File: src/common/cpu_params.svh
`ifndef CPU_PARAMS_SVH
`define CPU_PARAMS_SVH

`define TLB_ENTRIES_NUM   16

// Cause.ExcCode values
`define EXCCODE_INT       5'd0
`define EXCCODE_MOD       5'd1
`define EXCCODE_TLBL      5'd2
`define EXCCODE_TLBS      5'd3
`define EXCCODE_ADEL      5'd4
`define EXCCODE_ADES      5'd5
`define EXCCODE_SYS       5'd8
`define EXCCODE_BP        5'd9
`define EXCCODE_RI        5'd10
`define EXCCODE_OV        5'd12

`define EXC_VECTOR_NORMAL 32'h0000_0180
`define EXC_BOOT_BASE     32'hBFC0_0200
`define STATUS_RESET      32'h1040_0000
`define EBASE_RESET       32'h8000_0000
`define PRID_VALUE        32'h0001_8000

`endif

File: src/common/cpu_pkg.sv
package cpu_pkg;

	typedef logic [31:0] uint32_t;
	typedef logic [4:0]  reg_addr_t;

	typedef struct packed {
		uint32_t   we;     // only bit 0 is meaningful
		uint32_t   wsel;
		uint32_t   waddr;
		uint32_t   wdata;
	} cp0_req_t;

	typedef struct packed {
		logic [2:0] pad_31_29;
		logic       cu0;
		logic [4:0] pad_27_23;
		logic       bev;
		logic [5:0] pad_21_16;
		logic [7:0] im;
		logic [2:0] pad_7_5;
		logic       um;
		logic       pad_3;
		logic       erl;
		logic       exl;
		logic       ie;
	} status_t;

	typedef struct packed {
		logic       bd;
		logic [6:0] pad_30_24;
		logic       iv;
		logic [6:0] pad_22_16;
		logic [7:0] ip;
		logic       pad_7;
		logic [4:0] exc_code;
		logic [1:0] pad_1_0;
	} cause_t;

	typedef struct packed {
		uint32_t index, random, entry_lo0, entry_lo1;
		uint32_t context_, page_mask, wired, bad_vaddr;
		uint32_t count, entry_hi, compare;
		status_t status;
		cause_t  cause;
		uint32_t epc, ebase, config0, config1, prid;
	} cp0_regs_t;

	typedef struct packed {
		logic [18:0] vpn2;
		logic [7:0]  asid;
		logic        G;
		logic [19:0] pfn0;
		logic [2:0]  c0;
		logic        d0, v0;
		logic [19:0] pfn1;
		logic [2:0]  c1;
		logic        d1, v1;
	} tlb_entry_t;

	typedef struct packed {
		logic    valid;
		uint32_t pc;
		logic    delayslot, eret;
		logic    addr_err_load, addr_err_store;
		logic    tlb_load, tlb_store, tlb_mod;
		logic    syscall, brk, ri, ov;
		uint32_t bad_addr;
	} mem_except_t;

	typedef struct packed {
		logic       valid, eret, delayslot;
		uint32_t    pc;
		logic [4:0] code;
		uint32_t    extra;
	} except_req_t;

	typedef enum logic [1:0] {
		TLB_NONE,
		TLB_READ,
		TLB_PROBE,
		TLB_WRITE_RANDOM
	} tlb_op_t;

endpackage

File: src/tlb.sv
`timescale 1ns/1ps
`include "cpu_params.svh"

module tlb (
	input  logic                clk,
	input  logic                rst,
	input  cpu_pkg::tlb_op_t    tlb_op,
	input  cpu_pkg::tlb_entry_t wdata,
	input  logic [3:0]          random_idx,
	input  logic [3:0]          read_idx,
	input  cpu_pkg::uint32_t    probe_hi,
	output cpu_pkg::tlb_entry_t rdata,
	output cpu_pkg::uint32_t    probe_res,
	input  cpu_pkg::uint32_t    lookup_vaddr,
	input  logic [7:0]          lookup_asid,
	output cpu_pkg::uint32_t    lookup_paddr,
	output logic                lookup_miss
);
	import cpu_pkg::*;

	localparam int N     = `TLB_ENTRIES_NUM;
	localparam int IDX_W = $clog2(N);

	tlb_entry_t       entries [N];
	logic [N-1:0]     valid_q;
	logic [IDX_W:0]   probe_find, lookup_find; // {hit, index}
	tlb_entry_t       lk_entry;
	logic             odd;

	// Fully associative search, the highest matching index wins
	function automatic logic [IDX_W:0] find(logic [18:0] vpn2, logic [7:0] asid);
		logic [IDX_W:0] res;
		res = '0;
		for (int i = 0; i < N; i++) begin
			if (valid_q[i] && entries[i].vpn2 == vpn2 && (entries[i].G || entries[i].asid == asid))
				res = {1'b1, IDX_W'(i)};
		end
		return res;
	endfunction

	always_ff @(posedge clk) begin
		if (rst)
			valid_q <= '0;
		else if (tlb_op == TLB_WRITE_RANDOM)
			valid_q[random_idx] <= 1'b1;
	end

	always_ff @(posedge clk) begin
		if (tlb_op == TLB_WRITE_RANDOM)
			entries[random_idx] <= wdata;
	end

	assign rdata = valid_q[read_idx] ? entries[read_idx] : '0;

	assign probe_find = find(probe_hi[31:13], probe_hi[7:0]);
	assign probe_res  = probe_find[IDX_W] ? {{(32-IDX_W){1'b0}}, probe_find[IDX_W-1:0]}
		: 32'h8000_0000;

	assign lookup_find  = find(lookup_vaddr[31:13], lookup_asid);
	assign lk_entry     = lookup_find[IDX_W] ? entries[lookup_find[IDX_W-1:0]] : '0;
	assign odd          = lookup_vaddr[12]; // Even/odd page of the pair
	assign lookup_paddr = {odd ? lk_entry.pfn1 : lk_entry.pfn0, lookup_vaddr[11:0]};
	assign lookup_miss  = ~lookup_find[IDX_W] | ~(odd ? lk_entry.v1 : lk_entry.v0);

endmodule

File: src/except_arb.sv
`timescale 1ns/1ps
`include "cpu_params.svh"

module except_arb (
	input  cpu_pkg::mem_except_t mem_except,
	input  cpu_pkg::cp0_regs_t   regs,
	output cpu_pkg::except_req_t except_req,
	output logic                 redirect_valid,
	output cpu_pkg::uint32_t     redirect_pc
);
	import cpu_pkg::*;

	logic       int_pending;
	logic       take;
	logic [4:0] code;
	uint32_t    vec_base;

	assign int_pending = |(regs.cause.ip & regs.status.im) & regs.status.ie
		& ~regs.status.exl & ~regs.status.erl;

	always_comb begin
		take = 1'b1;
		code = `EXCCODE_INT;
		if (int_pending)
			code = `EXCCODE_INT;
		else if (mem_except.addr_err_load)
			code = `EXCCODE_ADEL; // Fetch or load
		else if (mem_except.ri)
			code = `EXCCODE_RI;
		else if (mem_except.ov)
			code = `EXCCODE_OV;
		else if (mem_except.syscall)
			code = `EXCCODE_SYS;
		else if (mem_except.brk)
			code = `EXCCODE_BP;
		else if (mem_except.tlb_load)
			code = `EXCCODE_TLBL;
		else if (mem_except.tlb_store)
			code = `EXCCODE_TLBS;
		else if (mem_except.tlb_mod)
			code = `EXCCODE_MOD;
		else if (mem_except.addr_err_store)
			code = `EXCCODE_ADES;
		else
			take = 1'b0;
	end

	assign except_req.valid     = mem_except.valid & (take | mem_except.eret);
	assign except_req.eret      = ~take & mem_except.eret;
	assign except_req.delayslot = mem_except.delayslot;
	assign except_req.pc        = mem_except.pc;
	assign except_req.code      = code;
	assign except_req.extra     = mem_except.bad_addr;

	assign vec_base       = regs.status.bev ? `EXC_BOOT_BASE : regs.ebase;
	assign redirect_valid = except_req.valid;
	assign redirect_pc    = except_req.eret ? regs.epc : vec_base + `EXC_VECTOR_NORMAL;

endmodule

File: src/cp0/cp0_regs.sv
`timescale 1ns/1ps
`include "cpu_params.svh"

module cp0_regs (
	input  logic                 clk,
	input  logic                 rst,
	input  logic                 flush,
	input  cpu_pkg::reg_addr_t   raddr,
	input  logic [2:0]           rsel,
	input  cpu_pkg::cp0_req_t    wreq,
	input  cpu_pkg::except_req_t except_req,
	input  logic [7:0]           interrupt_flag,
	input  cpu_pkg::tlb_op_t     tlb_op,
	input  cpu_pkg::tlb_entry_t  tlbr_res,
	input  cpu_pkg::uint32_t     tlbp_res,
	output cpu_pkg::tlb_entry_t  tlb_wdata,
	output cpu_pkg::uint32_t     rdata,
	output cpu_pkg::cp0_regs_t   regs,
	output logic [7:0]           asid,
	output logic                 user_mode,
	output logic                 timer_int
);
	import cpu_pkg::*;

	localparam int IDX_W = $clog2(`TLB_ENTRIES_NUM);
	localparam uint32_t CONFIG0_RESET = {1'b1, 21'b0, 3'd1, 4'b0, 3'd3}; // Standard TLB, kseg0 cached
	localparam uint32_t CONFIG1_RESET = {1'b0, 6'(`TLB_ENTRIES_NUM - 1), 25'b0};

	cp0_regs_t   regs_q, regs_d;
	except_req_t except_q;
	uint32_t     rdata_d;
	uint32_t     wdata;
	logic        wr0, wr1;

	assign regs      = regs_q;
	assign asid      = regs_q.entry_hi[7:0];
	assign user_mode = regs_q.status.um & ~regs_q.status.exl & ~regs_q.status.erl;
	assign wdata     = wreq.wdata;
	assign wr0       = wreq.we[0] && wreq.wsel == 32'd0;
	assign wr1       = wreq.we[0] && wreq.wsel == 32'd1;

	assign tlb_wdata.vpn2 = regs_q.entry_hi[31:13];
	assign tlb_wdata.asid = regs_q.entry_hi[7:0];
	assign tlb_wdata.G    = regs_q.entry_lo0[0] & regs_q.entry_lo1[0];
	assign tlb_wdata.pfn0 = regs_q.entry_lo0[25:6];
	assign tlb_wdata.c0   = regs_q.entry_lo0[5:3];
	assign tlb_wdata.d0   = regs_q.entry_lo0[2];
	assign tlb_wdata.v0   = regs_q.entry_lo0[1];
	assign tlb_wdata.pfn1 = regs_q.entry_lo1[25:6];
	assign tlb_wdata.c1   = regs_q.entry_lo1[5:3];
	assign tlb_wdata.d1   = regs_q.entry_lo1[2];
	assign tlb_wdata.v1   = regs_q.entry_lo1[1];

	// Exception is applied one edge after capture
	always_ff @(posedge clk) begin
		if (rst || flush)
			except_q <= '0;
		else
			except_q <= except_req;
	end

	always_comb begin
		rdata_d = '0;
		if (rsel == 3'd0) begin
			case (raddr)
				5'd0:  rdata_d = regs_q.index;
				5'd1:  rdata_d = regs_q.random;
				5'd2:  rdata_d = regs_q.entry_lo0;
				5'd3:  rdata_d = regs_q.entry_lo1;
				5'd4:  rdata_d = regs_q.context_;
				5'd5:  rdata_d = regs_q.page_mask;
				5'd6:  rdata_d = regs_q.wired;
				5'd8:  rdata_d = regs_q.bad_vaddr;
				5'd9:  rdata_d = regs_q.count;
				5'd10: rdata_d = regs_q.entry_hi;
				5'd11: rdata_d = regs_q.compare;
				5'd12: rdata_d = regs_q.status;
				5'd13: rdata_d = regs_q.cause;
				5'd14: rdata_d = regs_q.epc;
				5'd15: rdata_d = regs_q.prid;
				5'd16: rdata_d = regs_q.config0;
				default: rdata_d = '0;
			endcase
		end else if (rsel == 3'd1) begin
			if (raddr == 5'd15)
				rdata_d = regs_q.ebase;
			else if (raddr == 5'd16)
				rdata_d = regs_q.config1;
		end
	end

	always_ff @(posedge clk) begin
		if (rst)
			rdata <= '0;
		else
			rdata <= rdata_d;
	end

	always_ff @(posedge clk) begin
		if (rst)
			timer_int <= 1'b0;
		else if (wr0 && wreq.waddr == 32'd11)
			timer_int <= 1'b0; // Compare write acks the timer
		else if (regs_q.compare != '0 && regs_q.compare == regs_q.count)
			timer_int <= 1'b1;
	end

	always_comb begin
		regs_d = regs_q;
		regs_d.count = regs_q.count + 32'd1;
		regs_d.cause.ip[7:2] = interrupt_flag[7:2];

		if (tlb_op == TLB_WRITE_RANDOM) begin
			if (regs_q.random[IDX_W-1:0] == IDX_W'(`TLB_ENTRIES_NUM - 1))
				regs_d.random = regs_q.wired;
			else
				regs_d.random = regs_q.random + 32'd1;
		end

		if (wr0) begin
			case (wreq.waddr)
				32'd0:  regs_d.index = {{(32-IDX_W){1'b0}}, wdata[IDX_W-1:0]};
				32'd2:  regs_d.entry_lo0 = {6'b0, wdata[25:0]};
				32'd3:  regs_d.entry_lo1 = {6'b0, wdata[25:0]};
				32'd4:  regs_d.context_[31:23] = wdata[31:23];
				32'd6: begin
					regs_d.wired  = {{(32-IDX_W){1'b0}}, wdata[IDX_W-1:0]};
					regs_d.random = 32'(`TLB_ENTRIES_NUM - 1);
				end
				32'd9:  regs_d.count = wdata;
				32'd10: regs_d.entry_hi = {wdata[31:13], 5'b0, wdata[7:0]};
				32'd11: regs_d.compare = wdata;
				32'd12: begin
					regs_d.status.cu0 = wdata[28];
					regs_d.status.bev = wdata[22];
					regs_d.status.im  = wdata[15:8];
					regs_d.status.um  = wdata[4];
					regs_d.status.erl = wdata[2];
					regs_d.status.exl = wdata[1];
					regs_d.status.ie  = wdata[0];
				end
				32'd13: begin
					regs_d.cause.iv      = wdata[23];
					regs_d.cause.ip[1:0] = wdata[9:8]; // Software interrupts
				end
				32'd14: regs_d.epc = wdata;
				32'd16: regs_d.config0[2:0] = wdata[2:0];
				default: ;
			endcase
		end else if (wr1 && wreq.waddr == 32'd15) begin
			regs_d.ebase[29:12] = wdata[29:12];
		end

		if (tlb_op == TLB_READ) begin
			regs_d.entry_hi = {tlbr_res.vpn2, 5'b0, tlbr_res.asid};
			regs_d.entry_lo0 = {6'b0, tlbr_res.pfn0, tlbr_res.c0,
				tlbr_res.d0, tlbr_res.v0, tlbr_res.G};
			regs_d.entry_lo1 = {6'b0, tlbr_res.pfn1, tlbr_res.c1,
				tlbr_res.d1, tlbr_res.v1, tlbr_res.G};
		end else if (tlb_op == TLB_PROBE) begin
			regs_d.index = tlbp_res;
		end

		if (except_q.valid) begin
			if (except_q.eret) begin
				if (regs_d.status.erl)
					regs_d.status.erl = 1'b0;
				else
					regs_d.status.exl = 1'b0;
			end else begin
				if (!regs_d.status.exl) begin // Nested faults keep the first EPC
					regs_d.epc      = except_q.delayslot ? except_q.pc - 32'd4 : except_q.pc;
					regs_d.cause.bd = except_q.delayslot;
				end
				regs_d.status.exl     = 1'b1;
				regs_d.cause.exc_code = except_q.code;
				if (except_q.code == `EXCCODE_ADEL || except_q.code == `EXCCODE_ADES)
					regs_d.bad_vaddr = except_q.extra;
				if (except_q.code == `EXCCODE_TLBL || except_q.code == `EXCCODE_TLBS ||
						except_q.code == `EXCCODE_MOD) begin
					regs_d.bad_vaddr         = except_q.extra;
					regs_d.context_[22:4]    = except_q.extra[31:13]; // BadVPN2
					regs_d.entry_hi[31:13]   = except_q.extra[31:13];
				end
			end
		end
	end

	always_ff @(posedge clk) begin
		if (rst) begin
			regs_q           <= '0;
			regs_q.random    <= 32'(`TLB_ENTRIES_NUM - 1);
			regs_q.status    <= `STATUS_RESET;
			regs_q.ebase     <= `EBASE_RESET;
			regs_q.config0   <= CONFIG0_RESET;
			regs_q.config1   <= CONFIG1_RESET;
			regs_q.prid      <= `PRID_VALUE;
		end else begin
			regs_q <= regs_d;
		end
	end

endmodule

File: src/cp0_top.sv
`timescale 1ns/1ps

module cp0_top (
	input  logic                 clk,
	input  logic                 rst,
	input  cpu_pkg::mem_except_t mem_except,
	input  logic [7:0]           interrupt_flag,
	input  cpu_pkg::cp0_req_t    wreq,
	input  cpu_pkg::reg_addr_t   raddr,
	input  logic [2:0]           rsel,
	input  cpu_pkg::tlb_op_t     tlb_op,
	input  logic                 flush,
	input  cpu_pkg::uint32_t     lookup_vaddr,
	output cpu_pkg::uint32_t     rdata,
	output logic [7:0]           asid,
	output logic                 user_mode,
	output logic                 timer_int,
	output logic                 redirect_valid,
	output cpu_pkg::uint32_t     redirect_pc,
	output cpu_pkg::uint32_t     lookup_paddr,
	output logic                 lookup_miss
);
	import cpu_pkg::*;

	cp0_regs_t   regs;
	except_req_t except_req;
	tlb_entry_t  tlb_wdata, tlbr_res;
	uint32_t     tlbp_res;
	logic [7:0]  int_flags;

	assign int_flags = {interrupt_flag[7] | timer_int, interrupt_flag[6:0]}; // Timer on IP7

	except_arb u_arb (
		.mem_except     (mem_except),
		.regs           (regs),
		.except_req     (except_req),
		.redirect_valid (redirect_valid),
		.redirect_pc    (redirect_pc)
	);

	cp0_regs u_regs (
		.clk            (clk),
		.rst            (rst),
		.flush          (flush),
		.raddr          (raddr),
		.rsel           (rsel),
		.wreq           (wreq),
		.except_req     (except_req),
		.interrupt_flag (int_flags),
		.tlb_op         (tlb_op),
		.tlbr_res       (tlbr_res),
		.tlbp_res       (tlbp_res),
		.tlb_wdata      (tlb_wdata),
		.rdata          (rdata),
		.regs           (regs),
		.asid           (asid),
		.user_mode      (user_mode),
		.timer_int      (timer_int)
	);

	tlb u_tlb (
		.clk          (clk),
		.rst          (rst),
		.tlb_op       (tlb_op),
		.wdata        (tlb_wdata),
		.random_idx   (regs.random[3:0]),
		.read_idx     (regs.index[3:0]),
		.probe_hi     (regs.entry_hi),
		.rdata        (tlbr_res),
		.probe_res    (tlbp_res),
		.lookup_vaddr (lookup_vaddr),
		.lookup_asid  (asid),
		.lookup_paddr (lookup_paddr),
		.lookup_miss  (lookup_miss)
	);

endmodule

File: config.mk
export PLATFORM = sky130hd
export DESIGN_NAME = cp0_top
export DESIGN_NICKNAME = d
export VERILOG_FILES = /design/src/common/cpu_pkg.sv /design/src/tlb.sv /design/src/except_arb.sv /design/src/cp0/cp0_regs.sv /design/src/cp0_top.sv
export VERILOG_INCLUDE_DIRS = /design/src /design/src/common
export SDC_FILE = /design/constraint.sdc
export NUM_CORES = 2
export LEC_CHECK = 0
export BUFFER_PORTS_ARGS = -buffer_cell sky130_fd_sc_hd__buf_2
export CAP_MARGIN = 10
export CORE_ASPECT_RATIO = 0.5
export CORE_UTILIZATION = 62
export CTS_CLUSTER_SIZE = 12
export DETAILED_ROUTE_END_ITERATION = 7
export PLACE_DENSITY = 0.8
export SYNTH_ARGS = -nofsm -noshare
export SYNTH_HDL_FRONTEND = slang
export SYNTH_SLANG_ARGS = --single-unit
File: constraint.sdc
create_clock -name clk -period 10 [get_ports clk]
set_clock_uncertainty 0.2 [all_clocks]
set_input_delay 2 -clock clk [delete_from_list [all_inputs] [get_ports clk]]
set_output_delay 2 -clock clk [all_outputs]
set_load 0.02 [all_outputs]
Word-level counts from Yosys, hierarchy flattened
Memories as Yosys holds them, arrays and structs flattened. A register that Yosys moved wholly into a read port is not among the register bits.
Cells that the tools add are included.

word-level totals
  bits in registers = 474
  bits in latches = 0
  RAM bits = 1248
  ROM bits = 0
  input bits = 257
  output and inout bits = 108
  word-level logic and storage cells = 377
  memories kept = 1

memory list
  memory         words  bits a word  rd ports  clocked after Yosys merged registers in  wr ports  RTL line   RTL
  u_tlb.entries  16     78           18        1                                        1         tlb.sv:24  tlb_entry_t entries [N];

cells by class
  add/subtract/negate cells = 4
  $mul = 0
  div/mod/pow operators = 0
  order comparisons = 3
  equal/unequal tests = 86
  shift-type cells = 0
  multiplexer cells = 103
  bitwise gates (word level) = 21
  reductions and logical operators = 120

operators by type and width
  operator               count
  $mux 32                23
  $eq 19x19->1           32
  $pmux 32 s15           1
  $eq 32x4->1 const B    7
  $mux 5                 32
  $mux 137               1
  $eq 8x8->1             16
  $mux 96                1
  $mux 78                1
  $logic_and 1x1->1      70
  $add 32x1->32 const B  2
  $eq 32x2->1 const B    2
  $eq 32x3->1 const B    2
  $logic_not 32->1       2
  $mux 58                1
  $mux 19                3
  $mux 26                2
  $mux 50                1
  $eq 5x4->1 const B     8
  $add 32x9->32 const B  1
  $eq 32x1->1 const B    1
  $eq 32x32->1           1
  $eq 32x5->1 const B    1
  $mux 4                 8
  other kinds (37)       118

Logic depth before layout (Yosys ltp)
An unclocked memory read counts as a cell.

  word-level depth = 25
  mapped depth = 17
  mapped depth without buffers = 11

By module
Synthesis repeated with hierarchy kept, for this count alone.

second synthesis, totals
  cells, all modules = 7358
  area, all modules = 90744.5 um^2

by module, submodules not included
  module      times used  cells each  area each (um^2)  sequential area each (um^2)
  tlb         1           4371        65962.0           37796.2
  cp0_regs    1           2733        23089.6           9168.8
  except_arb  1           253         1686.6            0.0
  cp0_top     1           1           6.3               0.0

Worst setup path after synthesis
OpenSTA, ideal clock, no wires.

  kind = input-to-reg
  from = in tlb_op[1]
  to = mem u_tlb.entries[1][0] in the netlist's numbering, enable pin
  setup time = 0.612 ns
  data arrival time = 7.751 ns
  required time = 9.188 ns
  path slack = 1.436 ns
  cell stages on the path = 4
  path through = and2_1 > clkbuf_1 > nand2_1 > nor3_1

on the way
  longest elaborated chain between the ends = 3

ends and longest elaborated chain
  what                          RTL line       RTL
  start, declared               cp0_top.sv:11  input cpu_pkg::tlb_op_t tlb_op,
  $eq 2x2->1                    tlb.sv:49      if (tlb_op == TLB_WRITE_RANDOM)
  $mux 1                        tlb.sv:49
  $mux 1 (implied by the code)  tlb.sv:50      entries[random_idx] <= wdata;
  end, declared                 tlb.sv:24

No other way between the ends.

Worst setup path in the final report
  from = in lookup_vaddr[31]
  to = out lookup_paddr[20]

on the way
  longest elaborated chain between the ends = 21

ends and longest elaborated chain
  what                                     RTL line       RTL
  start, declared                          cp0_top.sv:13  input cpu_pkg::uint32_t lookup_vaddr,
  $eq 19x19->1                             tlb.sv:35      if (valid_q[i] && entries[i].vpn2 == vpn2 && (entries[i].G || entries[i].asid == asid))
  $logic_and 1x1->1 (2 in series)          tlb.sv:35
  $mux 5 (14 in series)                    tlb.sv:35
  $mux 5 *                                 tlb.sv:35
  $mem_v2 16x78 or $mux 5 (tied branches)  -
  $mux 50 *                                tlb.sv:60      assign lk_entry = lookup_find[IDX_W] ? entries[lookup_find[IDX_W-1:0]] : '0;
  $mux 20 *                                tlb.sv:62      assign lookup_paddr = {odd ? lk_entry.pfn1 : lk_entry.pfn0, lookup_vaddr[11:0]};
  end, declared                            cp0_top.sv:20  output cpu_pkg::uint32_t lookup_paddr,

Mark *: on every way between the ends. The rest lies on a longest branch, timed or not.

==> impl_metrics.ini <==
[status]
outcome = complete, but fails checks
violations = design-rule violations, negative setup slack

[place]
globalplace.congestion = 1.04
dp_hpwl_um = 190000
io_buffers = 307

[timing]
rsz0062_at_grt = false
min_period_ns = 10.11
worstMarginPinSlew_ns = 1.30
finalSetupViolCount = 1
worst_slack_ns = -0.107
max_freq_ghz = 0.0989
slew_violations = 0
fin_crit_sh = 1.01
hold_violations = 0
relSlewSlack = 0.126

[finish]
nNetsFinal = 6698
drive_above_1_share = 0.197
multi_input_area_um2 = 33800
seq_area_um2 = 46900
nFillCells = 9015
fin_util = 0.690
area_growth_pct = 10.1

[synth]
synth_top_cell_by_area = edfxtp_1
async_reset_ff_frac = 0
yosys_warnings = 0
ys_top_cells_by_area = edfxtp_1 (45%), dfxtp_1 (11%), mux4_2 (11%)
synthCells = 6247
ys_ff_latch = 1720
synth_sequential_area_ratio = 0.567
synth_ff_type = edfxtp_1
synthTopCellsByCount = edfxtp_1 (1248), nand2_1 (621), dfxtp_1 (472), xor2_1 (460), mux4_2 (396)
synth_area_um2 = 82700
synth_nets = 6510
syn_area_per_cell_um2 = 13.2
synth_edf_count = 1248
yosysMostFrequentCell = edfxtp_1
synth.distinct_cells = 81
synth_top_area_frac = 0.453

[critical_path]
path_class = in -> out
critPathMaxFanout = 57
worstSetupEndpointType = primary output
critical_path_required_ns = 7.80
arrival_ns = 7.91
cp-start-kind = input port

[grt]
grtUsageTotal = 0.428
antenna_found_initial = 14
grt_max_degree = 131
grt_pass1_vias = 58400
grt_pass1_wl_um = 412000
grt-ovfl-total = 0

[routing]
wl_per_cell_um = 35.1
wirelength_um = 293000
dr.pass1.iters = 8
vias_per_cell = 7.34
ant_nets = 0
drc = 67
drt-initial-drc-count = 11500
vias = 61300

[clocking]
cts_root_buffer = clkbuf_16
cts_setup_buffers = 0
path_clk_slew_ns = 0.06
cts.sinks = 1720
cts_tree = yes
clk_latency_ns = 0.82
cts_repair_resize_count = 0
cts_buffer_depth = 3
ctsHoldBuffers = 0
cts_buffers = 164
htree_levels = 4

[floorplan]
ios = 365
fp.dieH_um = 260
dieArea_um2 = 135000
start_util = 0.627
core_area_um2 = 132000
chipWidth_um = 519
num_rows = 94

[hold_path]
min_path_type = reg -> reg

[flow_run]
drv_cap = 0

[power]
leakagePower_nw = 30.9
fin_total_pwr_w = 0.0146
irDropWorstVdd_v = 0.000184
power_density_nw_per_um2 = 161
per-stage QoR:
step / hold slack, ns / TNS [ns] / cell area, um^2 / cells / setup slack, ns
3_3_place_gp: 0.229 / 0 / 86200 / 8044 / 0.597
2_1_floorplan: 0.217 / 0 / 82700 / 6247 / 1.44
5_1_grt: 0.273 / 0 / 91100 / 8340 / 0.0181
4_1_cts: 0.242 / 0 / 91000 / 8338 / 0.352
6_report: 0.240 / -0.107 / 91100 / 8349 / -0.107
3_5_place_dp: 0.234 / 0 / 86200 / 8044 / 0.425
power by group:
group	total, W	internal (W)	switching, W
Sequential	0.00787	0.00771	0.000165
Combinational	0.000837	0.000323	0.000513
Clock	0.00592	0.00315	0.00276
cell families (layout without fill, tap and decap cells):
logic type                 Yosys count  after routing  share of synthesized area
buffers and inverters              503            819                     0.0278
xor gates and xnor gates           839            839                     0.0888
AOI/OAI and AO/OA                  835            835                     0.0712
and+or+nand+nor                   1645           1645                     0.0976
adders and majority gates            6              6                   0.000908
muxes                              699            699                      0.146
DFF                               1720           1720                      0.567
other                                0             10                          0
layer usage:
layer,GRT usage,vias to the layer above,routed length (um)
li1,-,24200,-
met2,0.624,5672,126000
met4,0.240,16,18600
met1,0.574,30300,103000
met3,0.136,1174,45800
met5,0,-,195
state kept, by name (all words and copies together) (netlist names):
signal            flops
u_regs.timer_int      1
u_tlb.entries      1248
u_regs.regs         344
u_regs.except_q      71
u_regs.asid           8
u_regs.rdata         32
u_tlb.valid_q        16
final cells by class:
cell class	count	area share
sequential	1720	0.515
multi-input combinational	4024	0.371
clock buffer	277	0.0507
timing repair buffer	508	0.0347
tap	1776	0.0244
clock inverter	17	0.00272
inverter	17	0.000701
antenna	10	0.000275
worst paths after layout:
check | end | depth (start not counted) | slack (ns) | from
worst min-delay path | u_regs.regs[331]$_SDFFE_PP0P_ | 2 | 0.24 | u_regs.except_q[11]$_SDFF_PP0_
worst max-delay path | lookup_paddr[20] | 14 | -0.11 | lookup_vaddr[31]
worst max register to register | u_regs.regs[543]$_SDFF_PP0_ | 11 | 5.01 | u_regs.regs[515]$_SDFF_PP1_
worst min register to register | u_regs.regs[331]$_SDFFE_PP0P_ | 2 | 0.24 | u_regs.except_q[11]$_SDFF_PP0_
layout by cell type, fill, tap and decap left out, types with 41 or more instances in the layout:
master     instances
edfxtp_1        1248
nand2_1          618
dfxtp_1          464
xor2_1           460
mux4_2           396
xnor2_1          379
buf_2            306
nor2_1           258
a21oi_1          237
buf_4            193
mux2i_1          181
clkbuf_16        166
nor4_1           144
nand4_1          127
mux2_2           121
and2_1           116
clkbuf_1         106
a221oi_1         105
nor3_1            91
a211oi_1          87
nand3_1           84
o21ai_0           82
a22o_1            53
a22oi_1           41
worst max-delay path: stages:
cell      delay (ns)
buf_2           0.48
xnor2_1         0.20
nand4_1         0.15
nor4_1          0.68
nand4b_1        0.24
a211oi_1        1.01
o311ai_4        0.34
nand2_8         0.50
mux2_2          0.40
a222oi_1        0.31
nor4bb_1        0.79
o221ai_1        0.32
buf_4           0.24
buf_2           0.17
No activity file was read; power rests on OpenSTA's default activity.
